### config.mk
export PLATFORM = sky130hd
export DESIGN_NAME = htree_builder
export DESIGN_NICKNAME = d
export VERILOG_FILES = /design/src/design/htree_pkg.sv /design/src/design/leaf_picker.sv /design/src/design/sum_picker.sv /design/src/design/node_merger.sv /design/src/design/htree_builder.sv
export VERILOG_INCLUDE_DIRS = /design/src /design/src/design
export SDC_FILE = /design/constraint.sdc
export NUM_CORES = 2
export LEC_CHECK = 0
export ABC_AREA = 1
export BUFFER_PORTS_ARGS = -buffer_cell sky130_fd_sc_hd__buf_2
export CELL_PAD_IN_SITES_DETAIL_PLACEMENT = 1
export CELL_PAD_IN_SITES_GLOBAL_PLACEMENT = 1
export CORE_UTILIZATION = 40
export DETAILED_ROUTE_END_ITERATION = 6
export GPL_TIMING_DRIVEN = 0
export MAX_ROUTING_LAYER = met4
export PLACE_DENSITY = 0.66
export SYNTH_ARGS = -nofsm -noshare
export SYNTH_HDL_FRONTEND = slang
export SYNTH_SLANG_ARGS = --single-unit
### constraint.sdc
create_clock -name clk -period 15.73 [get_ports clk]
set_input_delay 0.7865 -clock clk [delete_from_list [all_inputs] [get_ports clk]]
set_output_delay 0.7865 -clock clk [all_outputs]
set_load 0.02 [all_outputs]
### src/design/htree_defs.svh
`ifndef HTREE_DEFS_SVH
`define HTREE_DEFS_SVH

// Tree builder sizes
`define HT_SYMS     16                 // Leaf symbols in one table
`define HT_SUMS     (`HT_SYMS - 1)     // At most one internal node per merge
`define HT_COUNT_W  20                 // Frequency and sum count width
`define HT_IDX_W    4                  // Leaf or sum slot index
`define HT_ID_W     6                  // {null, is_sum, slot}

// Null id, both top bits set
`define HT_NULL_ID  6'b110000

// Node record {left id, right id, count}, also the Wishbone data word
`define HT_REC_W    (2 * `HT_ID_W + `HT_COUNT_W)

// One picker candidate {valid, id, count}
`define HT_CAND_W   (1 + `HT_ID_W + `HT_COUNT_W)

`endif

### src/design/htree_pkg.sv
`default_nettype none

`include "htree_defs.svh"

package htree_pkg;

  typedef logic [`HT_COUNT_W-1:0]  count_t;    // Frequency or sum count
  typedef logic [`HT_IDX_W-1:0]    idx_t;      // Slot index
  typedef logic [`HT_ID_W-1:0]     node_id_t;  // Bit 4 marks a sum node
  typedef logic [`HT_REC_W-1:0]    node_rec_t; // {left, right, count}
  typedef logic [`HT_CAND_W-1:0]   cand_t;     // {valid, id, count}
  typedef logic [2*`HT_CAND_W-1:0] pair_t;     // {least, next least}

  typedef enum logic [1:0] {
    IDLE,   // Waiting for start
    PICK,   // Choose the two least live nodes
    WRITE,  // Wishbone write of one record
    FIN     // Done pulse
  } merge_state_t;

  // True when x ranks strictly before y
  // Smaller count first, then smaller id, so a leaf beats a sum node on a tie
  function automatic logic rank_lt(input cand_t x, input cand_t y);
    logic [`HT_COUNT_W+`HT_ID_W-1:0] key_x;
    logic [`HT_COUNT_W+`HT_ID_W-1:0] key_y;
    key_x = {x[`HT_COUNT_W-1:0], x[`HT_CAND_W-2 -: `HT_ID_W]};
    key_y = {y[`HT_COUNT_W-1:0], y[`HT_CAND_W-2 -: `HT_ID_W]};
    return x[`HT_CAND_W-1] && (!y[`HT_CAND_W-1] || (key_x < key_y));
  endfunction

  // Two least of two sorted pairs
  function automatic pair_t merge_pair(input pair_t p, input pair_t q);
    cand_t p1;
    cand_t p2;
    cand_t q1;
    cand_t q2;
    p1 = p[2*`HT_CAND_W-1:`HT_CAND_W];
    p2 = p[`HT_CAND_W-1:0];
    q1 = q[2*`HT_CAND_W-1:`HT_CAND_W];
    q2 = q[`HT_CAND_W-1:0];
    if (rank_lt(q1, p1))
      return {q1, rank_lt(q2, p1) ? q2 : p1};  // q1 leads, runner up is q2 or p1
    else
      return {p1, rank_lt(q1, p2) ? q1 : p2};
  endfunction

  // Scan tree over one table, log2 levels of pair merges
  function automatic pair_t top_two(input logic [`HT_SYMS-1:0] live,
                                    input logic [`HT_SYMS*`HT_COUNT_W-1:0] cnts,
                                    input logic sum_side);
    pair_t lvl [`HT_SYMS];
    int    step;
    int    i;
    for (i = 0; i < `HT_SYMS; i++) begin
      lvl[i] = {live[i], 1'b0, sum_side, idx_t'(i), cnts[i*`HT_COUNT_W +: `HT_COUNT_W],
                1'b0, `HT_NULL_ID, {`HT_COUNT_W{1'b0}}};  // Leaf level, empty runner up
    end
    for (step = 1; step < `HT_SYMS; step = step * 2) begin
      for (i = 0; i < `HT_SYMS; i = i + 2 * step) begin
        lvl[i] = merge_pair(lvl[i], lvl[i+step]);
      end
    end
    return lvl[0];
  endfunction

endpackage

`default_nettype wire

### src/design/leaf_picker.sv
`default_nettype none
`timescale 1ns/1ns

`include "htree_defs.svh"

module leaf_picker
  import htree_pkg::*;
(
  input  logic     clk,
  input  logic     rst_n,
  // Table load, idle only
  input  logic     freq_we,
  input  idx_t     freq_sym,
  input  count_t   freq_count,
  // From the merger
  input  logic     clear,
  input  logic     take_leaf,
  input  idx_t     take_leaf_idx,
  // Two least live leaves
  output logic     a_valid,
  output node_id_t a_id,
  output count_t   a_count,
  output logic     b_valid,
  output node_id_t b_id,
  output count_t   b_count
);

  count_t                          freq [`HT_SYMS];  // Loaded counts
  logic [`HT_SYMS-1:0]             used;             // Consumed by a merge
  logic [`HT_SYMS-1:0]             live;
  logic [`HT_SYMS*`HT_COUNT_W-1:0] freq_flat;

  // Frequency table
  always_ff @(posedge clk) begin
    if (freq_we)
      freq[freq_sym] <= freq_count;
  end

  // Used flags, cleared at start of every build
  always_ff @(posedge clk or posedge rst_n) begin
    if (rst_n) begin
      used <= '0;
    end else if (clear) begin
      used <= '0;
    end else if (take_leaf) begin
      used[take_leaf_idx] <= 1'b1;  // Second take of a pair lands one cycle later
    end
  end

  // A zero count never enters the tree
  always_comb begin
    for (int i = 0; i < `HT_SYMS; i++) begin
      live[i]                              = !used[i] && (freq[i] != '0);
      freq_flat[i*`HT_COUNT_W +: `HT_COUNT_W] = freq[i];
    end
  end

  assign {a_valid, a_id, a_count, b_valid, b_id, b_count} = top_two(live, freq_flat, 1'b0);

  // The merger only consumes leaves this picker offered as live
  a_take_live: assert property (@(posedge clk) disable iff (rst_n)
    take_leaf |-> live[take_leaf_idx])
    else $error("take_leaf on dead leaf %0d", take_leaf_idx);

endmodule

`default_nettype wire

### src/design/sum_picker.sv
`default_nettype none
`timescale 1ns/1ns

`include "htree_defs.svh"

module sum_picker
  import htree_pkg::*;
(
  input  logic     clk,
  input  logic     rst_n,
  // From the merger
  input  logic     clear,
  input  logic     new_sum,        // Record acked, slot becomes live
  input  idx_t     new_sum_idx,
  input  count_t   new_sum_count,
  input  logic     take_sum,
  input  idx_t     take_sum_idx,
  // Two least live sum nodes
  output logic     a_valid,
  output node_id_t a_id,
  output count_t   a_count,
  output logic     b_valid,
  output node_id_t b_id,
  output count_t   b_count
);

  count_t                          sums [`HT_SUMS];  // Internal node counts
  logic [`HT_SUMS-1:0]             live;             // Written and not yet consumed
  logic [`HT_SYMS-1:0]             live_flat;        // Widened to the scan tree size
  logic [`HT_SYMS*`HT_COUNT_W-1:0] sums_flat;

  // Counts, written once per slot per build
  always_ff @(posedge clk) begin
    if (new_sum)
      sums[new_sum_idx] <= new_sum_count;
  end

  // Live flags
  always_ff @(posedge clk or posedge rst_n) begin
    if (rst_n) begin
      live <= '0;
    end else if (clear) begin
      live <= '0;
    end else begin
      if (new_sum)
        live[new_sum_idx] <= 1'b1;
      if (take_sum)
        live[take_sum_idx] <= 1'b0;  // Never the slot being created
    end
  end

  // Top slot of the scan tree stays empty
  always_comb begin
    live_flat = '0;
    sums_flat = '0;
    for (int i = 0; i < `HT_SUMS; i++) begin
      live_flat[i]                            = live[i];
      sums_flat[i*`HT_COUNT_W +: `HT_COUNT_W] = sums[i];
    end
  end

  assign {a_valid, a_id, a_count, b_valid, b_id, b_count} = top_two(live_flat, sums_flat, 1'b1);

  // Slots are handed out in order, so a live slot is never reused in one build
  a_new_free: assert property (@(posedge clk) disable iff (rst_n)
    new_sum |-> (new_sum_idx < `HT_SUMS) && !live[new_sum_idx])
    else $error("new_sum onto live slot %0d", new_sum_idx);

  // Consumed sum node was offered as live
  a_take_live: assert property (@(posedge clk) disable iff (rst_n)
    take_sum |-> live[take_sum_idx])
    else $error("take_sum on dead slot %0d", take_sum_idx);

endmodule

`default_nettype wire

### src/design/node_merger.sv
`default_nettype none
`timescale 1ns/1ns

`include "htree_defs.svh"

module node_merger
  import htree_pkg::*;
(
  input  logic      clk,
  input  logic      rst_n,
  input  logic      start,
  // Leaf picker candidates
  input  logic      leaf_a_valid,
  input  node_id_t  leaf_a_id,
  input  count_t    leaf_a_count,
  input  logic      leaf_b_valid,
  input  node_id_t  leaf_b_id,
  input  count_t    leaf_b_count,
  // Sum picker candidates
  input  logic      sum_a_valid,
  input  node_id_t  sum_a_id,
  input  count_t    sum_a_count,
  input  logic      sum_b_valid,
  input  node_id_t  sum_b_id,
  input  count_t    sum_b_count,
  // Picker controls
  output logic      clear,
  output logic      take_leaf,
  output idx_t      take_leaf_idx,
  output logic      take_sum,
  output idx_t      take_sum_idx,
  output logic      new_sum,
  output idx_t      new_sum_idx,
  output count_t    new_sum_count,
  // Status
  output logic      busy,
  output logic      done,
  output node_id_t  root_id,
  // Wishbone classic master
  output logic      wb_cyc,
  output logic      wb_stb,
  output logic      wb_we,
  output idx_t      wb_adr,
  output node_rec_t wb_dat_w,
  input  logic      wb_ack
);

  merge_state_t state;
  idx_t         next_slot;   // Record address and new sum slot
  logic         pend_take;   // Second take to the same picker still owed
  node_rec_t    rec;         // Record under write
  logic         has_second;  // False for the single symbol record

  pair_t        best;
  cand_t        best1;
  cand_t        best2;
  logic         best1_valid;
  logic         best2_valid;
  node_id_t     best1_id;
  node_id_t     best2_id;
  count_t       pick_sum;
  logic         go_write;

  node_id_t     first_id;
  node_id_t     second_id;
  logic         first_is_sum;
  logic         second_is_sum;
  logic         ack_now;

  // Global two least from four candidates
  assign best = merge_pair({leaf_a_valid, leaf_a_id, leaf_a_count,
                            leaf_b_valid, leaf_b_id, leaf_b_count},
                           {sum_a_valid, sum_a_id, sum_a_count,
                            sum_b_valid, sum_b_id, sum_b_count});
  assign best1       = best[2*`HT_CAND_W-1:`HT_CAND_W];
  assign best2       = best[`HT_CAND_W-1:0];
  assign best1_valid = best1[`HT_CAND_W-1];
  assign best2_valid = best2[`HT_CAND_W-1];
  assign best1_id    = best1[`HT_CAND_W-2 -: `HT_ID_W];
  assign best2_id    = best2[`HT_CAND_W-2 -: `HT_ID_W];
  assign pick_sum    = best2_valid ? best1[`HT_COUNT_W-1:0] + best2[`HT_COUNT_W-1:0]
                                   : best1[`HT_COUNT_W-1:0];

  // Two live nodes, or a lone leaf before any record
  assign go_write = best1_valid && (best2_valid || (next_slot == '0));

  // FSM
  always_ff @(posedge clk or posedge rst_n) begin
    if (rst_n) begin
      state     <= IDLE;
      next_slot <= '0;
      pend_take <= 1'b0;
      root_id   <= `HT_NULL_ID;
    end else begin
      case (state)
        IDLE: begin
          if (start) begin
            state     <= PICK;
            next_slot <= '0;
          end
        end
        PICK: begin
          if (pend_take) begin
            pend_take <= 1'b0;  // Hold one cycle while the second take lands
          end else if (go_write) begin
            state <= WRITE;
          end else begin
            state   <= FIN;
            root_id <= best1_valid ? best1_id : `HT_NULL_ID;  // Null for an empty table
          end
        end
        WRITE: begin
          if (wb_ack) begin
            state     <= PICK;
            next_slot <= next_slot + 1'b1;
            pend_take <= has_second && (first_is_sum == second_is_sum);
          end
        end
        FIN:     state <= IDLE;
        default: state <= IDLE;
      endcase
    end
  end

  // Record latched in PICK, steady through WRITE
  always_ff @(posedge clk) begin
    if ((state == PICK) && !pend_take) begin
      rec        <= {best1_id, best2_valid ? best2_id : `HT_NULL_ID, pick_sum};
      has_second <= best2_valid;
    end
  end

  assign first_id      = rec[`HT_REC_W-1 -: `HT_ID_W];
  assign second_id     = rec[`HT_REC_W-`HT_ID_W-1 -: `HT_ID_W];
  assign first_is_sum  = first_id[`HT_IDX_W];
  assign second_is_sum = second_id[`HT_IDX_W];
  assign ack_now       = (state == WRITE) && wb_ack;

  // Takes on ack, second one a cycle later when both sit in one picker
  assign take_leaf = (ack_now && (!first_is_sum || (has_second && !second_is_sum))) ||
                     (pend_take && !second_is_sum);
  assign take_sum  = (ack_now && (first_is_sum || (has_second && second_is_sum))) ||
                     (pend_take && second_is_sum);
  assign take_leaf_idx = (ack_now && !first_is_sum) ? first_id[`HT_IDX_W-1:0]
                                                    : second_id[`HT_IDX_W-1:0];
  assign take_sum_idx  = (ack_now && first_is_sum) ? first_id[`HT_IDX_W-1:0]
                                                   : second_id[`HT_IDX_W-1:0];

  // New internal node becomes live with the ack
  assign new_sum       = ack_now;
  assign new_sum_idx   = next_slot;
  assign new_sum_count = rec[`HT_COUNT_W-1:0];

  assign clear = (state == IDLE) && start;  // Fresh tables for each build
  assign busy  = (state != IDLE);
  assign done  = (state == FIN);

  // Bus strobes follow WRITE, so they drop the cycle after ack
  assign wb_cyc   = (state == WRITE);
  assign wb_stb   = (state == WRITE);
  assign wb_we    = (state == WRITE);
  assign wb_adr   = next_slot;
  assign wb_dat_w = rec;

  // Waiting strobe keeps cycle, address and data until the slave acks
  a_wb_hold: assert property (@(posedge clk) disable iff (rst_n)
    wb_stb && !wb_ack |=> wb_stb && wb_cyc && $stable(wb_adr) && $stable(wb_dat_w))
    else $error("Wishbone request changed before ack");

endmodule

`default_nettype wire

### src/design/htree_builder.sv
`default_nettype none
`timescale 1ns/1ns

`include "htree_defs.svh"

module htree_builder
  import htree_pkg::*;
(
  input  logic      clk,
  input  logic      rst_n,
  // Frequency load
  input  logic      freq_we,
  input  idx_t      freq_sym,
  input  count_t    freq_count,
  // Control and status
  input  logic      start,
  output logic      busy,
  output logic      done,
  output node_id_t  root_id,
  // Node memory, Wishbone classic
  output logic      wb_cyc,
  output logic      wb_stb,
  output logic      wb_we,
  output idx_t      wb_adr,
  output node_rec_t wb_dat_w,
  input  logic      wb_ack
);

  // Leaf candidates
  logic     leaf_a_valid;
  node_id_t leaf_a_id;
  count_t   leaf_a_count;
  logic     leaf_b_valid;
  node_id_t leaf_b_id;
  count_t   leaf_b_count;
  // Sum candidates
  logic     sum_a_valid;
  node_id_t sum_a_id;
  count_t   sum_a_count;
  logic     sum_b_valid;
  node_id_t sum_b_id;
  count_t   sum_b_count;
  // Merger to pickers
  logic     clear;
  logic     take_leaf;
  idx_t     take_leaf_idx;
  logic     take_sum;
  idx_t     take_sum_idx;
  logic     new_sum;
  idx_t     new_sum_idx;
  count_t   new_sum_count;

  leaf_picker leaf_picker_inst (
    .clk           (clk),
    .rst_n         (rst_n),
    .freq_we       (freq_we),
    .freq_sym      (freq_sym),
    .freq_count    (freq_count),
    .clear         (clear),
    .take_leaf     (take_leaf),
    .take_leaf_idx (take_leaf_idx),
    .a_valid       (leaf_a_valid),
    .a_id          (leaf_a_id),
    .a_count       (leaf_a_count),
    .b_valid       (leaf_b_valid),
    .b_id          (leaf_b_id),
    .b_count       (leaf_b_count)
  );

  sum_picker sum_picker_inst (
    .clk           (clk),
    .rst_n         (rst_n),
    .clear         (clear),
    .new_sum       (new_sum),
    .new_sum_idx   (new_sum_idx),
    .new_sum_count (new_sum_count),
    .take_sum      (take_sum),
    .take_sum_idx  (take_sum_idx),
    .a_valid       (sum_a_valid),
    .a_id          (sum_a_id),
    .a_count       (sum_a_count),
    .b_valid       (sum_b_valid),
    .b_id          (sum_b_id),
    .b_count       (sum_b_count)
  );

  node_merger node_merger_inst (
    .clk           (clk),
    .rst_n         (rst_n),
    .start         (start),
    .leaf_a_valid  (leaf_a_valid),
    .leaf_a_id     (leaf_a_id),
    .leaf_a_count  (leaf_a_count),
    .leaf_b_valid  (leaf_b_valid),
    .leaf_b_id     (leaf_b_id),
    .leaf_b_count  (leaf_b_count),
    .sum_a_valid   (sum_a_valid),
    .sum_a_id      (sum_a_id),
    .sum_a_count   (sum_a_count),
    .sum_b_valid   (sum_b_valid),
    .sum_b_id      (sum_b_id),
    .sum_b_count   (sum_b_count),
    .clear         (clear),
    .take_leaf     (take_leaf),
    .take_leaf_idx (take_leaf_idx),
    .take_sum      (take_sum),
    .take_sum_idx  (take_sum_idx),
    .new_sum       (new_sum),
    .new_sum_idx   (new_sum_idx),
    .new_sum_count (new_sum_count),
    .busy          (busy),
    .done          (done),
    .root_id       (root_id),
    .wb_cyc        (wb_cyc),
    .wb_stb        (wb_stb),
    .wb_we         (wb_we),
    .wb_adr        (wb_adr),
    .wb_dat_w      (wb_dat_w),
    .wb_ack        (wb_ack)
  );

endmodule

`default_nettype wire

After elaboration in Yosys (flattened, before gate mapping)

Memories as Yosys holds them, arrays and structs flattened.
Cells that the tools add are included.

Output and inout port bits: 47
Register bits: 77
RAM bits: 620
Input bits: 29
Memories kept: 2

Equality and inequality tests: 7
Order comparisons: 65
Bitwise gates (word level): 6
Mux-type cells: 104
Add/sub/neg operators: 2
Reductions and logical operators: 245

Memory list:

| memory                | words | bits a word | read ports | clocked after memory_dff | write ports | line              | text |
|---|---|---|---|---|---|---|---|
| leaf_picker_inst.freq | 16    | 20          | 16         | 0                        | 1           | leaf_picker.sv:28 | `` count_t freq [`HT_SYMS]; `` |
| sum_picker_inst.sums  | 15    | 20          | 15         | 0                        | 1           | sum_picker.sv:27  | `` count_t sums [`HT_SUMS]; `` |

Operators with widths:

| operator             | number |
|---|---|
| $mux W54             | 30 |
| $lt A26 B26 Y1       | 59 |
| $mux W27             | 44 |
| $reduce_bool A20 Y1  | 16 |
| $logic_and A1 B1 Y1  | 91 |
| $logic_not A1 Y1     | 64 |
| $logic_or A1 B1 Y1   | 64 |
| $mux W15             | 4 |
| $mux W16             | 2 |
| $add A20 B20 Y20     | 1 |
| $mux W20             | 1 |
| $mux W4              | 4 |
| $or A16 B16 Y16      | 1 |
| $and A15 B15 Y15     | 1 |
| $lt A4 B5 Y1 const B | 3 |
| $not A15 Y15         | 1 |
| $or A15 B15 Y15      | 1 |
| $demux W1 S4         | 3 |
| $ge A4 B1 Y1 const B | 3 |
| $mux W1              | 9 |
| $reduce_and A3 Y1    | 3 |
| $pmux W2 S4          | 1 |
| $pmux W4 S2          | 1 |
| $reduce_bool A2 Y1   | 4 |
| other kinds (13)     | 18 |

Depth between registers and ports, before layout

An unclocked memory read counts as a cell.

Depth after elaboration: 32
Gate-level depth with buffers: 114

Cells and area by module

A second synthesis with hierarchy kept.

Cells, all modules: 10277
Area, all modules: 73494.2 um^2

By module, submodules not included:

| module      | cells each | times used | area each (um^2) |
|---|---|---|---|
| leaf_picker | 4979       | 1          | 35317.6 |
| sum_picker  | 4404       | 1          | 32019.5 |
| node_merger | 894        | 1          | 6157.2 |

Worst setup path after synthesis

No wires, ideal clock.

Kind: reg2reg
Start point: mem sum_picker_inst.sums[13][19] in the netlist's numbering
End point: reg node_merger_inst.rec[19], in the netlist node_merger_inst.wb_dat_w[19], data pin
Buffers on the path: 10
Library setup time: 0.253 ns
Stages on the path, launching flop included: 99
Path slack: 2.587 ns
Arrival time: 12.891 ns
Period minus slack after synthesis: 13.143 ns
Cells stage by stage: edfxtp_1 ha_1 nand2_1 nor2_1 nand2_1 nor2_1 nand2_1 nand3_1 nand2_1 nand2_1 clkbuf_1 clkbuf_1 nand2_1 o21ai_0 inv_1 ha_1 inv_1 nor4_1 [63 not listed] nand3_1 nand2_1 nand3_1 nand2_1 nand3_1 nand2_1 nand3_1 nand2_1 nand3_1 nand2_1 nand2_1 nand2_1 a21oi_1 inv_1 nand3_1 nand3_1 nand2_1 nand2_1

RTL lines:

| element              | line               | text |
|---|---|---|
| from (decl)          | sum_picker.sv:27   |  |
| to (signal assigned) | node_merger.sv:128 | `` rec <= {best1_id, best2_valid ? best2_id : `HT_NULL_ID, pick_sum}; `` |
| to (decl)            | node_merger.sv:51  | `node_rec_t rec;` |

==> results.sh <==
export IMPL_yosysWarnings=0
export IMPL_initial_utilization=0.402
export IMPL_drv_cap=0
export IMPL_fmax_mhz=65.1
export IMPL_worstPathRequired_ns=16.26
export IMPL_drv_slew=0
export IMPL_ys_seq_area_frac=0.292
export IMPL_die_w_um=423
export IMPL_syn_num_nets=10800
export IMPL_cp_max_fo=10
export IMPL_vias=73800
export IMPL_die_area_um2=179000
export IMPL_async_flop_share=0.0632
export IMPL_fin_nets=11100
export IMPL_drcViolationCount=0
export IMPL_cts_max_level=3
export IMPL_synth_edff_count=652
export IMPL_antenna_found_initial=16
export IMPL_drt_iter0_markers=5775
export IMPL_start_kind="register"
export IMPL_yosysUniqueCellTypes=66
export IMPL_syn_cell_area_um2=70900
export IMPL_dp_hpwl_um=289000
export IMPL_synthFlopType="edfxtp_1"
export IMPL_cts_buffers=86
export IMPL_area_delta_synth_final_pct=16.7
export IMPL_min_path_type="in2async"
export IMPL_crit_type="reg2reg"
export IMPL_placed_cell_area_um2=75400
export IMPL_post_route_min_period_ns=15.36
export IMPL_max_stage_delay_ns=1.08
export IMPL_grt_total_usage=0.393
export IMPL_fin_area_um2=82700
export IMPL_crit_end="node_merger_inst.wb_dat_w[19]$_DFFE_PP_"
export IMPL_setup_viol=0
export IMPL_crit_arrival_ns=15.89
export IMPL_skew_ns=0.0529
export IMPL_finalCritPeriodShare=0.976
export IMPL_worstMarginPinSlew_ns=1.33
export IMPL_layout_drive_gt1_share=0.140
export IMPL_clkLatencyLatePin_ns=0.77
export IMPL_final_cell_mix="2278 x nand2_1, 1144 x inv_1, 1132 x ha_1"
export IMPL_finalWeightedCongestion=1.04
export IMPL_critPathCaptureType="register"
export IMPL_hold_viol=0
export IMPL_syn_inst=9591
export IMPL_io_pins=76
export IMPL_cp_startpoint="leaf_picker_inst.freq[6][17]$_DFFE_PP_"
export IMPL_dp_cells=12100
export IMPL_clkTransAtPathRegs_ns=0.06
export IMPL_portBuffers=74
export IMPL_synth_avg_cell_area_um2=7.39
export IMPL_holdBufCountCts=0
export IMPL_crit_family="compound AO/OA/AOI/OAI gates"
export IMPL_routed_via_density=5.97
export IMPL_crit_slowest_cell="o21ai_0"
export IMPL_critPathBufInv=10
export IMPL_r2r_setup_slack_ns=0.37
export IMPL_reg2reg_to="node_merger_inst.wb_dat_w[19]$_DFFE_PP_"
export IMPL_cts_tree="built"
export IMPL_grt_ovfl_total=0
export IMPL_cts_root_buf="clkbuf_16"
export IMPL_critPathMostFrequentCell="nand2_1"
export IMPL_die_h_um=423
export IMPL_slew_headroom=0.104
export IMPL_multi_input_area_um2=46300
export IMPL_first_pass_iters=5
export IMPL_cts_sinks=696
export IMPL_status="finished, final reports clean"
export IMPL_fin_cells=12400
export IMPL_row_count=154
export IMPL_r2r_start="leaf_picker_inst.freq[6][17]$_DFFE_PP_"
export IMPL_route_antenna_remaining_nets=0
export IMPL_layout_commonest_cell="nand2_1"
export IMPL_grt_pass1_wl_um=503000
export IMPL_cts_buffer_depth=3
export IMPL_coreArea_um2=176000
export IMPL_grt_max_degree=29
export IMPL_synth_seq_cells=696
export IMPL_grt_pass1_vias=74900
export IMPL_wirelength_um=353000
export IMPL_wl_per_cell_um=28.5
export IMPL_crit_cells=81
export IMPL_ff2ff_path_depth=81
export IMPL_nFillCells=21600
export IMPL_regArea_um2=20700
metrics by stage:
step           TNS (ns)  hold WS (ns)  worst slack (ns)  utilization
4_1_cts               0         0.125          0.000254        0.453
2_1_floorplan         0         0.496              2.59            -
3_3_place_gp     -45.10         0.475             -3.53        0.421
3_5_place_dp     -54.49         0.492             -3.86        0.428
6_report              0         0.155             0.372        0.470
5_1_grt          -0.265         0.200            -0.163        0.469
cell usage after synthesis (13+ instances only):
cell,number,share of area
a211oi_1,94,0.010
a21o_1,26,0.0028
a21oi_1,702,0.050
a22oi_1,89,0.0094
a31oi_1,35,0.0031
buf_1,30,0.0016
buf_2,14,0.00099
buf_4,13,0.0014
clkbuf_1,312,0.017
dfrtp_1,42,0.015
edfxtp_1,652,0.28
ha_1,1144,0.20
inv_1,1174,0.062
inv_2,83,0.0044
nand2_1,2321,0.12
nand2_2,60,0.0053
nand2_4,16,0.0025
nand3_1,221,0.016
nand3_2,13,0.0018
nand4_1,149,0.013
nor2_1,512,0.027
nor3_1,38,0.0027
nor4_1,30,0.0026
o211ai_1,210,0.022
o21a_1,26,0.0028
o21ai_0,1150,0.081
o21ai_1,70,0.0049
o21ai_2,19,0.0023
o21bai_1,15,0.0016
o221a_2,18,0.0029
o221ai_1,43,0.0053
o22ai_1,166,0.015
xnor2_1,13,0.0016
cell families after synthesis:
group / synth area share
other cells: 0.0000529
simple gates: 0.196
buf+inv: 0.0885
xor+xnor: 0.00222
flops: 0.292
compound gates: 0.219
fa+ha+maj: 0.202
mux: 0.000159
metal layers:
metal / up-vias / global-route usage / routed length, µm / part of all wire
li1: 34100 / - / - / -
met1: 36400 / 0.444 / 138000 / 0.39
met2: 2331 / 0.663 / 170000 / 0.48
met3: 923 / 0.0359 / 15800 / 0.045
met4: 0 / 0.264 / 28000 / 0.079
met5: - / - / 0 / 0
layout make-up:
cell class                      instances  share of cell area
Sequential cell                       696               0.250
Antenna cell                           15            0.000454
Timing Repair Buffer                  261              0.0303
Multi-Input combinational cell       7256               0.560
Clock inverter                         54             0.00921
Tap cell                             2340              0.0354
Inverter                             1263              0.0577
Buffer                                368              0.0289
Clock buffer                          107              0.0278
registers in the layout (all words and copies together), names as in the netlist:
register	cells
sum_picker_inst.live	15
node_merger_inst.new_sum_idx	4
leaf_picker_inst.used	16
node_merger_inst.state	2
node_merger_inst.has_second	1
node_merger_inst.root_id	6
sum_picker_inst.sums	300
node_merger_inst.wb_dat_w	31
leaf_picker_inst.freq	320
node_merger_inst.pend_take	1
repair_timing:
action,in CTS,in global routing
pin swaps,22,143
setup buffers,22,105
gates resized for setup,683,893
endpoints found under the setup margin,32,13
cloned,0,3
how the worst min path moves through the flow:
stage | to | slack [ns] | depth (start not counted)
after global placement | node_merger_inst.root_id[0]$_DFFE_PP0P_ | 0.48 | 2
after CTS | sum_picker_inst.live[5]$_DFF_PP0_ | 0.12 | 2
after floorplan | leaf_picker_inst.used[0]$_DFFE_PP0P_ | 0.50 | 2
final | node_merger_inst.root_id[3]$_DFFE_PP0P_ | 0.15 | 2
after global routing | node_merger_inst.new_sum_idx[0]$_DFFE_PP0P_ | 0.20 | 2
after detailed placement | node_merger_inst.root_id[1]$_DFFE_PP0P_ | 0.49 | 2
Power is left out: the tool's default activity adds up to more than one toggle a clock period on the data nets, which glitch-free logic cannot reach.
